<file path="src/rtl/dcache_pkg.sv">
`default_nettype none

package dcache_pkg;

    // Address and line geometry
    localparam int addr_width     = 64;
    localparam int beat_width     = 64;                   // AXI beat and CPU word
    localparam int beats_per_line = 8;
    localparam int line_width     = beat_width * beats_per_line;
    localparam int offset_width   = 6;                    // Byte offset within a 64-byte line
    localparam int word_sel_width = 3;                    // Address bits 5 to 3
    localparam int sets           = 4;
    localparam int set_width      = 2;
    localparam int tag_width      = addr_width - set_width - offset_width;

    // AXI read address codes
    localparam logic [7:0] axi_len_line   = 8'd7;         // Eight beats
    localparam logic [2:0] axi_size_beat  = 3'd3;         // Eight bytes per beat
    localparam logic [1:0] axi_burst_incr = 2'd1;

    // Request address without the byte bits
    typedef struct packed {
        logic [tag_width-1:0]      tag;
        logic [set_width-1:0]      set_index;
        logic [word_sel_width-1:0] word_sel;
    } addr_fields_t;

    typedef enum logic [2:0] {
        refill_idle,
        refill_wait_port,   // Instruction cache holds the memory port
        refill_request,
        refill_receive,
        refill_install,
        refill_replay
    } refill_state_t;

    // Read address channel
    typedef struct packed {
        logic                  valid;
        logic [addr_width-1:0] addr;
        logic [7:0]            len;
        logic [2:0]            size;
        logic [1:0]            burst;
    } axi_ar_t;

endpackage

`default_nettype wire

</file>
<file path="src/rtl/dcache_refill.sv">
`timescale 1ns/1ns
`default_nettype none

module dcache_refill #(
    parameter int ways = 4,
    localparam int way_width = $clog2(ways)
) (
    input  logic                              clock,
    input  logic                              reset,
    input  logic                              lookup_valid,
    input  logic                              lookup_hit,
    input  dcache_pkg::addr_fields_t          lookup_fields,
    input  logic                              instruction_cache_reading,
    input  logic                              m_axi_arready,
    input  logic                              m_axi_rvalid,
    input  logic                              m_axi_rlast,
    input  logic [dcache_pkg::beat_width-1:0] m_axi_rdata,
    output dcache_pkg::axi_ar_t               ar,
    output logic                              m_axi_rready,
    output logic                              data_cache_reading,
    output logic                              install_valid,
    output dcache_pkg::addr_fields_t          install_fields,
    output logic [way_width-1:0]              install_way,
    output logic [dcache_pkg::line_width-1:0] install_line,
    output logic                              replay_valid,
    output dcache_pkg::addr_fields_t          replay_fields
);
    dcache_pkg::refill_state_t         state;
    dcache_pkg::refill_state_t         state_next;
    dcache_pkg::addr_fields_t          miss_fields;
    logic [dcache_pkg::line_width-1:0] line_buf;
    logic [ways-1:0]                   valid_copy [dcache_pkg::sets];
    logic [way_width-1:0]              rr_ptr;
    logic [way_width-1:0]              victim_way;
    logic                              set_full;
    logic                              beat;

    assign beat = m_axi_rready && m_axi_rvalid;

    always_comb begin
        state_next = state;
        case (state)
            dcache_pkg::refill_idle:
                if (lookup_valid && !lookup_hit)
                    state_next = instruction_cache_reading ? dcache_pkg::refill_wait_port
                                                           : dcache_pkg::refill_request;
            dcache_pkg::refill_wait_port:
                if (!instruction_cache_reading)
                    state_next = dcache_pkg::refill_request;
            dcache_pkg::refill_request:
                if (m_axi_arready)
                    state_next = dcache_pkg::refill_receive;
            dcache_pkg::refill_receive:
                if (beat && m_axi_rlast)
                    state_next = dcache_pkg::refill_install;
            dcache_pkg::refill_install: state_next = dcache_pkg::refill_replay;
            default:                    state_next = dcache_pkg::refill_idle;
        endcase
    end

    always_ff @(posedge clock) begin
        if (reset)
            state <= dcache_pkg::refill_idle;
        else
            state <= state_next;
    end

    always_ff @(posedge clock) begin
        if (state == dcache_pkg::refill_idle && lookup_valid && !lookup_hit)
            miss_fields <= lookup_fields;
        if (beat)
            line_buf <= {m_axi_rdata, line_buf[dcache_pkg::line_width-1:dcache_pkg::beat_width]};
    end

    // Lowest invalid way first, otherwise the round-robin way
    always_comb begin
        set_full   = &valid_copy[miss_fields.set_index];
        victim_way = rr_ptr;
        for (int w = ways - 1; w >= 0; w--) begin
            if (!valid_copy[miss_fields.set_index][w])
                victim_way = way_width'(w);
        end
    end

    always_ff @(posedge clock) begin
        if (reset) begin
            rr_ptr <= '0;
            for (int s = 0; s < dcache_pkg::sets; s++)
                valid_copy[s] <= '0;
        end else if (install_valid) begin
            valid_copy[miss_fields.set_index][victim_way] <= 1'b1;
            if (set_full)  // Pointer moves only on an eviction
                rr_ptr <= (rr_ptr == way_width'(ways - 1)) ? '0 : rr_ptr + 1'b1;
        end
    end

    // Line-aligned INCR burst for the missing line
    always_comb begin
        ar.valid = (state == dcache_pkg::refill_request);
        ar.addr  = {miss_fields.tag, miss_fields.set_index, {dcache_pkg::offset_width{1'b0}}};
        ar.len   = dcache_pkg::axi_len_line;
        ar.size  = dcache_pkg::axi_size_beat;
        ar.burst = dcache_pkg::axi_burst_incr;
    end

    assign m_axi_rready       = (state == dcache_pkg::refill_receive);
    assign data_cache_reading = (state == dcache_pkg::refill_request) || m_axi_rready;

    assign install_valid  = (state == dcache_pkg::refill_install);
    assign install_fields = miss_fields;
    assign install_way    = victim_way;
    assign install_line   = line_buf;
    assign replay_valid   = (state == dcache_pkg::refill_replay);  // Cycle after install
    assign replay_fields  = miss_fields;

endmodule

`default_nettype wire

</file>
<file path="config.mk">
export PLATFORM = sky130hd
export DESIGN_NAME = dcache_refill
export DESIGN_NICKNAME = d
export VERILOG_FILES = /design/src/rtl/dcache_pkg.sv /design/src/rtl/dcache_refill.sv
export SDC_FILE = /design/constraint.sdc
export NUM_CORES = 1
export LEC_CHECK = 0
export ABC_CLOCK_PERIOD_IN_PS = 12370
export BUFFER_PORTS_ARGS = -buffer_cell sky130_fd_sc_hd__buf_2
export CAP_MARGIN = 20
export CORE_AREA = 4 4 329 331
export CTS_BUF_LIST = sky130_fd_sc_hd__clkbuf_4 sky130_fd_sc_hd__clkbuf_8 sky130_fd_sc_hd__clkbuf_16
export CTS_CLUSTER_DIAMETER = 200
export DETAILED_ROUTE_END_ITERATION = 10
export DIE_AREA = 0 0 333 335
export RECOVER_POWER = 25
export SLEW_MARGIN = 20
export SYNTH_ARGS = -nofsm -noshare
export SYNTH_HDL_FRONTEND = slang
export SYNTH_SLANG_ARGS = --single-unit
</file>
<file path="constraint.sdc">
create_clock -name clock -period 12.37 [get_ports clock]
set_input_delay 0 -clock clock [delete_from_list [all_inputs] [get_ports clock]]
set_output_delay 0 -clock clock [all_outputs]
set_load 0.01 [all_outputs]
</file>
==> results.py, run 1 <==
metrics = {
    "logic_synthesis": {
        "synth_seq_area_share_pct": 90.7,
        "synth.cell_area_sq_um": 19600,
        "synth_enable_flop_cells": 589,
        "synth_cell_types": 37,
        "async_flop_share_pct": 0,
        "synth_warnings": 0,
        "synth_area_per_cell_sq_um": 23.2,
        "synth_common_cells": "edfxtp_1 (589), buf_4 (140), nand2_1 (13)",
        "synth_area_leaders": "edfxtp_1 (90%), buf_4 (5.3%), dfxtp_1 (0.71%)",
        "yosysMostFrequentCell": "edfxtp_1",
        "synth_top_area_share_pct": 90.0,
        "synth_seq_cells": 596,
        "yosysTopAreaCell": "edfxtp_1",
        "synthCells": 847,
        "synth_ff_type": "edfxtp_1",
    },
    "critical_path": {
        "worst-setup-path-type": "flip-flop to flip-flop",
        "crit_top_cell": "buf_4",
        "cp_slowest_cell": "buf_4",
        "cpPeakStageDelay_ns": 0.86,
        "cp_cell_sequence": "nor2b_1 > and3_4 > buf_4 > buf_4 > buf_4",
        "crit_family": "buffers and inverters",
        "path_buf_inv": 3,
        "worst_setup_path_end_kind": "flip-flop",
        "worstPathRequired_ns": 12.60,
        "rr_worst_depth": 5,
        "critPathLaunchType": "flip-flop",
        "r2r-end": "install_line[324]$_DFFE_PP_",
        "worstPathArrival_ns": 4.83,
        "r2r_start": "state[1]$_SDFFE_PP0P_",
        "cp_max_fo": 81,
        "r2r_slack_ns": 7.77,
    },
    "hold_path": {
        "hold_depth": 2,
        "min_path_type": "primary input to flip-flop",
        "whs_endpoint": "install_line[487]$_DFFE_PP_",
        "min-delay-start": "m_axi_rdata[39]",
    },
    "detailed_routing": {
        "vias_per_cell": 3.58,
        "detail-route-antenna-nets": 0,
        "firstDrtPassIters": 7,
        "wl_per_cell_um": 20.2,
        "wirelength_um": 64700,
        "drc": 0,
        "drt_iter0_drc": 924,
        "vias": 11500,
    },
    "clock_tree": {
        "cts_root_buffer": "clkbuf_16",
        "cts_tree": "yes",
        "htree_levels": 3,
        "cts_buffers": 67,
        "worstSkewPairLatency_ns": 0.62,
        "cts_max_path_buffers": 3,
        "cts_num_sinks": 596,
        "cts_resized": 0,
        "path_clk_slew_ns": 0.06,
    },
    "sta": {
        "slew_headroom_pct": 32.3,
        "finalSetupTns_ns": 0,
        "worst_pin_slew_ns": 1.02,
        "skew_ns": 0.0264,
        "timing.fmax_mhz": 218,
        "hold_slack_ns": 0.0938,
        "setup_viol": 0,
        "slew_violations": 0,
        "fin_crit_sh_pct": 37.2,
        "grt_setup_unrepaired": "no",
        "hold_viol_final": 0,
        "period_minus_slack_ns": 4.60,
    },
    "final_layout": {
        "finalInstanceArea_sq_um": 28200,
        "syn_to_final_growth_pct": 43.4,
        "fin_util_pct": 26.8,
        "nets": 1893,
        "drive_above_1_share_pct": 52.6,
    },
    "place": {
        "place_area_sq_um": 24600,
        "gp_congestion": 0.890,
        "numPortBuffers": 831,
        "dp_hpwl_um": 49000,
    },
    "die": {
        "num_rows": 119,
        "die_h_um": 335,
        "die_w_um": 333,
        "io_pins": 851,
        "start_util_pct": 18.7,
        "fp.dieArea_sq_um": 112000,
        "coreArea_sq_um": 105000,
    },
    "pwr": {
        "cellPowerDensity_nw_per_um2": 161,
        "ir_drop_v": 0.000108,
        "leakagePower_nw": 10.7,
    },
    "global_route": {
        "grt_pass1_vias": 11400,
        "grt.overflow.total": 0,
        "grt_max_degree": 82,
        "antenna_found_initial": 7,
        "grt_pass1_wl_um": 86800,
        "track_usage_pct": 10.9,
    },
    "run": {
        "maxCapViolations": 0,
    },
    "run_status": {
        "outcome": "complete, no violations",
    },
}
==> worst reg2reg max path, cell delays in order (launching register included) <==
cell and delay [ns]:
dfxtp_1 0.53, nor2b_1 0.39, and3_4 0.74, buf_4 0.86, buf_4 0.70, buf_4 0.91
==> layout make-up <==
cell class                      count  area, sq um
Fill cell                       10700        76900
Sequential cell                   596        17800
Timing Repair Buffer              975         5560
Clock buffer                       80         1800
Tap cell                         1391         1740
Multi-Input combinational cell    114          768
Clock inverter                     42          460
Inverter                            5         18.8
Antenna cell                        1         2.50
==> per-stage QoR <==
step | setup slack, ns | total power [mW] | instances
floorplan | 4.84 | 2.44 | 864
global placement | 7.96 | 2.51 | 2946
detailed placement | 7.83 | 2.51 | 2946
CTS | 7.83 | 4.58 | 3203
global route | 7.50 | 4.69 | 3203
finish | 7.77 | 4.52 | 3204
==> repair_timing <==
action / CTS / global route
hold endpoints to repair: 155 / 0
setup buffers: 0 / 0
hold buffers: 135 / 0
==> kinds of logic (layout without fill, tap and decap cells) <==
group | after synthesis | count (layout) | synth area share [%]
AO/OA/AOI/OAI | 26 | 26 | 1.08
buffers and inverters | 154 | 1102 | 5.74
adder cells (fa/ha/maj) | 1 | 1 | 0.0637
multiplexers | 11 | 11 | 0.828
AND/OR/NAND/NOR | 57 | 57 | 1.52
flip-flops | 596 | 596 | 90.7
other | 2 | 20 | 0.0382
==> registers in the layout, indices dropped and copies added (netlist names), named ones only <==
signal,flops
valid_copy,16
ar,58
rr_ptr,2
install_line,512
install_fields,3
state,3
==> how the worst max path moves through the flow <==
stage / from / endpoint / slack [ns] / cells after the start
6_report: state[1]$_SDFFE_PP0P_ / install_line[324]$_DFFE_PP_ / 7.77 / 5
5_1_grt: state[1]$_SDFFE_PP0P_ / install_line[283]$_DFFE_PP_ / 7.50 / 5
4_1_cts: state[1]$_SDFFE_PP0P_ / install_line[455]$_DFFE_PP_ / 7.83 / 5
3_5_place_dp: state[1]$_SDFFE_PP0P_ / install_line[97]$_DFFE_PP_ / 7.83 / 5
3_3_place_gp: state[1]$_SDFFE_PP0P_ / install_line[260]$_DFFE_PP_ / 7.96 / 5
2_1_floorplan: state[2]$_SDFFE_PP0P_ / flip-flop / 4.84 / 3
==> cell usage in the layout (no fill, tap or decap), types with 3 or more instances in the layout <==
cell           count
nand2_1           13
clkinv_4           4
nor2_1            11
conb_1            19
nor2b_1            4
inv_6              5
dfxtp_1            7
a21oi_1            3
buf_4              9
buf_2            813
nor4_1             3
bufinv_16          6
nand2b_1           3
clkbuf_4          11
a31o_1             6
inv_1              4
nor3_1             9
clkbuf_1          18
dlygate4sd3_1    135
mux2i_1            5
a31o_2             6
clkinv_2           7
mux4_2             4
and2_1             4
edfxtp_1         589
clkinv_1          13
clkbuf_16         68
==> per-layer routing <==
metal	vias up	track usage [%]	part of all wire (%)
li1	4957	-	-
met2	679	17.0	47
met4	2	4.58	3.8
met3	127	5.09	12
met5	-	0	0.015
met1	5704	12.9	37
==> where the power goes <==
part	leakage (nW)	total (mW)	switching (mW)	internal (mW)
sequential	5.40	2.29	0.0394	2.25
clock	1.11	2.02	0.833	1.18
combinational	4.16	0.215	0.122	0.0922
total	10.7	4.52	0.994	3.53
Power figures use the tool's default switching activity.
==> run 2: changes to the inputs <==
- ABC_AREA: default -> 1
- ABC_CLOCK_PERIOD_IN_PS: 12370 -> 3760
- clock period: 12.37 -> 3.76 ns (I/O delays scaled with it)
==> run 2 against run 1 <==
  * Largest power group unchanged
  * Clock skew is 0.0093 ns higher
  * Global-route usage is 0.27 points higher
  * First-iteration DRC count is 7.5% higher
  * Power grew to 3.5 times the previous value
  * Non-clock buffer count is 8 higher
  * Die area stayed put
  * Critical path type unchanged
==> results.py, run 2 <==
metrics = {
    "logic_synthesis": {
        "synth_area_per_cell_sq_um": 22.2,
        "synth_warnings": 0,
        "synth_area_leaders": "edfxtp_1 (90%), buf_4 (5.3%), nand2_1 (0.80%)",
        "synth_top_area_share_pct": 89.9,
        "muxShareOfSynthArea_pct": 0.0572,
        "yosysTopAreaCell": "edfxtp_1",
        "synth_cell_types": 32,
        "yosysMostFrequentCell": "edfxtp_1",
        "async_flop_share_pct": 0,
        "synth_ff_type": "edfxtp_1",
        "synth_seq_area_share_pct": 90.6,
        "synthSimpleGateAreaFrac_pct": 2.50,
        "synthCells": 885,
        "synth_compound_area_share_pct": 0.935,
        "synth_top_family_by_area": "buffers and inverters",
        "yosys.area_share.adder_pct": 0.0636,
        "synth_enable_flop_cells": 589,
        "synth_seq_cells": 596,
        "synth_common_cells": "edfxtp_1 (589), buf_4 (138), nand2_1 (42)",
        "synthXorXnorAreaFrac_pct": 0,
        "synth.cell_area_sq_um": 19700,
    },
    "critical_path": {
        "rr_worst_depth": 5,
        "worst-setup-path-type": "flip-flop to flip-flop",
        "cp_max_fo": 32,
        "r2r_start": "state[1]$_SDFFE_PP0P_",
        "critPathLaunchType": "flip-flop",
        "worstPathRequired_ns": 4.05,
        "r2r_slack_ns": 1.53,
        "worstPathArrival_ns": 2.52,
        "r2r-end": "ar[40]$_DFFE_PP_",
        "worst_setup_path_end_kind": "flip-flop",
    },
    "place": {
        "gp_congestion": 0.932,
        "dp_hpwl_um": 50600,
        "place_area_sq_um": 24800,
        "numPortBuffers": 831,
        "dp.cells": 2997,
    },
    "global_route": {
        "track_usage_pct": 11.1,
        "antenna_found_initial": 6,
        "grt_pass1_wl_um": 88800,
        "grt_pass1_vias": 11600,
        "grt.overflow.total": 0,
        "grt_max_degree": 140,
    },
    "die": {
        "coreArea_sq_um": 105000,
        "fp.dieArea_sq_um": 112000,
        "num_rows": 119,
        "io_pins": 851,
        "die_w_um": 333,
        "start_util_pct": 18.7,
        "die_h_um": 335,
    },
    "clock_tree": {
        "htree_levels": 3,
        "cts_num_sinks": 596,
        "cts_resized": 0,
        "cts_buffers": 66,
        "path_clk_slew_ns": 0.06,
        "cts_tree": "yes",
        "worstSkewPairLatency_ns": 0.62,
        "cts_root_buffer": "clkbuf_16",
        "cts_max_path_buffers": 3,
    },
    "sta": {
        "skew_ns": 0.0358,
        "slew_violations": 0,
        "period_minus_slack_ns": 2.23,
        "setup_viol": 0,
        "worst_pin_slew_ns": 0.846,
        "fin_crit_sh_pct": 59.3,
        "timing.fmax_mhz": 448,
        "grt_setup_unrepaired": "no",
        "slew_headroom_pct": 43.6,
        "hold_viol_final": 0,
    },
    "pwr": {
        "power_mw": 15.6,
        "leakagePower_nw": 10.8,
        "ir_drop_v": 0.000433,
        "cellPowerDensity_nw_per_um2": 552,
    },
    "final_layout": {
        "final_cell_mix": "buf_2 (812), edfxtp_1 (589), dlygate4sd3_1 (138)",
        "instances_no_fill": 3259,
        "syn_to_final_growth_pct": 44.1,
        "fillers": 10700,
        "fin_util_pct": 27.0,
        "finalInstanceArea_sq_um": 28300,
        "nets": 1946,
        "drive_above_1_share_pct": 52.3,
        "final_common_cell": "buf_2",
        "largest_reg_flops": 512,
    },
    "hold_path": {
        "hold_depth": 2,
        "whs_endpoint": "install_line[455]$_DFFE_PP_",
        "min-delay-start": "m_axi_rdata[7]",
        "min_path_type": "primary input to flip-flop",
    },
    "detailed_routing": {
        "wirelength_um": 66100,
        "vias": 11600,
        "firstDrtPassIters": 5,
        "drc": 0,
        "drt_iter0_drc": 993,
        "detail-route-antenna-nets": 0,
        "vias_per_cell": 3.55,
        "wl_per_cell_um": 20.3,
    },
    "run": {
        "maxCapViolations": 0,
    },
    "run_status": {
        "outcome": "complete, no violations",
    },
}
run 2: final cells by class:
cell class,instances,area [sq um],share of cell area (%)
Sequential cell,596,17800,62.9
Clock inverter,30,364,1.28
Inverter,21,86.3,0.305
Multi-Input combinational cell,144,790,2.79
Tap cell,1391,1740,6.14
Antenna cell,5,12.5,0.0441
Timing Repair Buffer,983,5690,20.1
Clock buffer,89,1840,6.48
run 2: cells by family (layout without fill, tap and decap cells):
| group | count (synthesis) | count (layout) |
|---|---|---|
| flops | 596 | 596 |
| buf+inv | 162 | 1123 |
| simple gates | 88 | 88 |
| compound gates | 35 | 35 |
| other cells | 2 | 24 |
| fa+ha+maj | 1 | 1 |
| mux | 1 | 1 |
run 2: worst max path at each step:
stage / start / end / slack (ns)
finish: state[1]$_SDFFE_PP0P_ / ar[40]$_DFFE_PP_ / 1.53
global route: state[1]$_SDFFE_PP0P_ / ar[31]$_DFFE_PP_ / 1.43
CTS: state[1]$_SDFFE_PP0P_ / ar[40]$_DFFE_PP_ / 1.55
detailed placement: state[0]$_SDFFE_PP0P_ / install_line[370]$_DFFE_PP_ / 1.68
global placement: state[0]$_SDFFE_PP0P_ / install_line[425]$_DFFE_PP_ / 1.71
floorplan: state[0]$_SDFFE_PP0P_ / install_line[0]$_DFFE_PP_ / -4.73
run 2: routing by layer:
| metal | GRT usage [%] | up-vias | part of all wire, % | wire length [um] |
|---|---|---|---|---|
| met5 | 0 | - | 0.027 | 18 |
| met4 | 4.03 | 4 | 3.0 | 2010 |
| met3 | 5.18 | 108 | 11 | 7020 |
| met2 | 17.4 | 570 | 47 | 31200 |
| met1 | 13.5 | 5824 | 39 | 25900 |
| li1 | - | 5077 | - | - |
run 2: power by group:
part	total [mW]	switching, mW	internal (mW)
combinational	1.27	0.790	0.478
clock	6.45	2.73	3.72
sequential	7.92	0.256	7.67
total	15.6	3.77	11.9
run 2: what timing repair did:
item	CTS	global route
endpoints found under the hold margin	222	0
hold buffers	138	0
buffers inserted	0	0
endpoints found under the setup margin	0	0
run 2: stage by stage:
stage / setup slack, ns / TNS (ns) / hold slack (ns)
after CTS: 1.55 / 0 / 0.00447
after floorplan: -4.73 / -2464.68 / 0.0710
final: 1.53 / 0 / 0.0867
after detailed placement: 1.68 / 0 / 0.178
after global placement: 1.71 / 0 / 0.176
after global routing: 1.43 / 0 / 0.0335
run 2: critical path: stages (launching register included):
cell and delay, ns:
dfxtp_2 0.33, inv_1 0.11, nand2_2 0.12, nor4_4 0.27
buf_12 0.25, dlygate4sd3_1 0.81
==> run 3: changes to the inputs <==
- ABC_AREA: 1 -> 0
- ABC_CLOCK_PERIOD_IN_PS: 3760 -> 2300
- CORE_AREA: 4 4 329 331 -> 4 4 334 336
- DIE_AREA: 0 0 333 335 -> 0 0 338 340
- clock period: 3.76 -> 2.3 ns (I/O delays scaled with it)
==> run 3 against run 2 <==
  * Worst hold slack improved by 0.017 ns
  * Register-to-register slack got worse by 1.3 ns
  * Combinational power fell by 9%
  * Design area barely moved
  * Critical path depth did not move
  * Critical endpoint is now install_way[0]
  * Power rose by 53%
  * Clock power rose by 63%
==> results.py, run 3 (synthesis gave the netlist of run 1 again) <==
metrics = {
    "detailed_routing": {
        "firstDrtPassIters": 5,
        "detail-route-antenna-nets": 0,
        "drt_iter0_drc": 971,
        "wirelength_um": 65600,
        "vias_per_cell": 3.53,
        "wl_per_cell_um": 20.3,
        "vias": 11400,
        "drc": 0,
    },
    "sta": {
        "slew_violations": 0,
        "worst_pin_slew_ns": 0.504,
        "setup_slack_ns": 0.126,
        "period_minus_slack_ns": 2.17,
        "hold_slack_ns": 0.104,
        "timing.fmax_mhz": 460,
        "grt_setup_unrepaired": "no",
        "setup_viol": 0,
        "slew_headroom_pct": 66.4,
        "fin_crit_sh_pct": 94.5,
        "hold_viol_final": 0,
        "skew_ns": 0.0242,
    },
    "clock_tree": {
        "htree_levels": 3,
        "cts_tree": "yes",
        "worstSkewPairLatency_ns": 0.61,
        "cts_num_sinks": 596,
        "cts_buffers": 67,
        "cts_max_path_buffers": 3,
        "path_clk_slew_ns": 0.06,
        "cts_root_buffer": "clkbuf_16",
    },
    "global_route": {
        "grt_pass1_wl_um": 87400,
        "grt.overflow.total": 0,
        "grt_max_degree": 72,
        "grt_pass1_vias": 11400,
        "antenna_found_initial": 7,
        "track_usage_pct": 10.7,
    },
    "run_status": {
        "outcome": "complete, no violations",
    },
    "final_layout": {
        "nets": 1903,
        "largest_reg_flops": 512,
        "syn_to_final_growth_pct": 44.3,
        "instances_no_fill": 3235,
        "final_common_cell": "buf_2",
        "fin_util_pct": 26.1,
        "drive_above_1_share_pct": 53.9,
        "final_cell_mix": "buf_2 (824), edfxtp_1 (589), dlygate4sd3_1 (133)",
    },
    "critical_path": {
        "rr_worst_depth": 6,
        "critPathLaunchType": "flip-flop",
        "worst_setup_path_end_kind": "output port",
        "worstPathRequired_ns": 2.30,
        "worstPathArrival_ns": 2.17,
        "r2r_slack_ns": 0.21,
        "r2r-end": "valid_copy[1][1]$_SDFFCE_PN0P_",
        "cp_max_fo": 15,
        "worst-setup-path-type": "flip-flop to output port",
    },
    "place": {
        "gp_congestion": 0.912,
        "place_ws_ns": 0.119,
        "dp_hpwl_um": 49800,
        "dp.cells": 2980,
        "numPortBuffers": 831,
    },
    "hold_path": {
        "hold_depth": 2,
        "min_path_type": "primary input to flip-flop",
        "whs_endpoint": "install_line[481]$_DFFE_PP_",
        "min-delay-start": "m_axi_rdata[33]",
    },
    "die": {
        "start_util_pct": 18.1,
        "io_pins": 851,
        "coreArea_sq_um": 109000,
        "fp.dieArea_sq_um": 115000,
        "die_h_um": 340,
        "num_rows": 121,
        "die_w_um": 338,
    },
    "pwr": {
        "power_mw": 23.9,
        "cellPowerDensity_nw_per_um2": 845,
        "leakagePower_nw": 10.8,
        "ir_drop_v": 0.000542,
    },
    "run": {
        "maxCapViolations": 0,
    },
}
run 3: changes by cell type in the layout (fill, tap and decap cells not counted), sizes merged, moves of 12 or more:
cell and change:
a21oi -12, a31o +12, buf +18, clkbuf -17, inv -13, nand2 -36
nand3 -15, o21ai -16
run 3: through the flow:
stage | instance area, sq um | TNS, ns
3_5_place_dp | 24900 | 0
2_1_floorplan | 19700 | -1378.06
3_3_place_gp | 24900 | 0
5_1_grt | 28300 | 0
6_report | 28400 | 0
4_1_cts | 28400 | 0
run 3: worst max path at each step:
stage               slack [ns]  cells past startpoint                        endpoint                   from
finish                    0.13                      5                  install_way[0]              flip-flop
global route             0.007                      5                  install_way[0]              flip-flop
CTS                       0.03                      5                  install_way[0]              flip-flop
detailed placement        0.12                      4  valid_copy[2][1]$_SDFFCE_PN0P_              flip-flop
global placement          0.17                      5  valid_copy[1][1]$_SDFFCE_PN0P_              flip-flop
floorplan                -2.42                      3       install_line[0]$_DFFE_PP_  state[1]$_SDFFE_PP0P_
run 3: report_power, final:
group	leakage (nW)	switching [mW]	internal [mW]
clock network	1.07	4.39	6.07
registers	5.40	0.210	12.1
logic	4.28	0.634	0.523
run 3: worst max-delay path: stages (launching register included):
cell and delay [ns]:
dfxtp_4 0.40, mux4_2 0.54, o31ai_1 0.10, nand2_2 0.14, inv_4 0.17, buf_2 0.22
run 3: what timing repair did:
| action | in CTS | in global routing |
|---|---|---|
| setup buffers | 1 | 0 |
| gates resized for setup | 3 | 1 |
| pin swaps | 1 | 0 |
| hold buffers | 133 | 0 |
| hold endpoints to repair | 152 | 0 |
| endpoints found under the setup margin | 2 | 1 |
run 3: layer usage:
metal  GRT usage, %  vias up  wire [um]
met5              0        -         13
met4           3.54        2       1740
met3           3.57       97       5470
met2           16.0      517      29700
met1           14.6     5804      28700
li1               -     4985          -
run 3: layout make-up:
type | count | area [sq um]
Clock inverter | 35 | 317
Clock buffer | 83 | 1830
Tap cell | 1414 | 1770
Fill cell | 11000 | 80200
Inverter | 5 | 21.3
Antenna cell | 3 | 7.51
Multi-Input combinational cell | 114 | 785
Sequential cell | 596 | 17800
Timing Repair Buffer | 985 | 5790
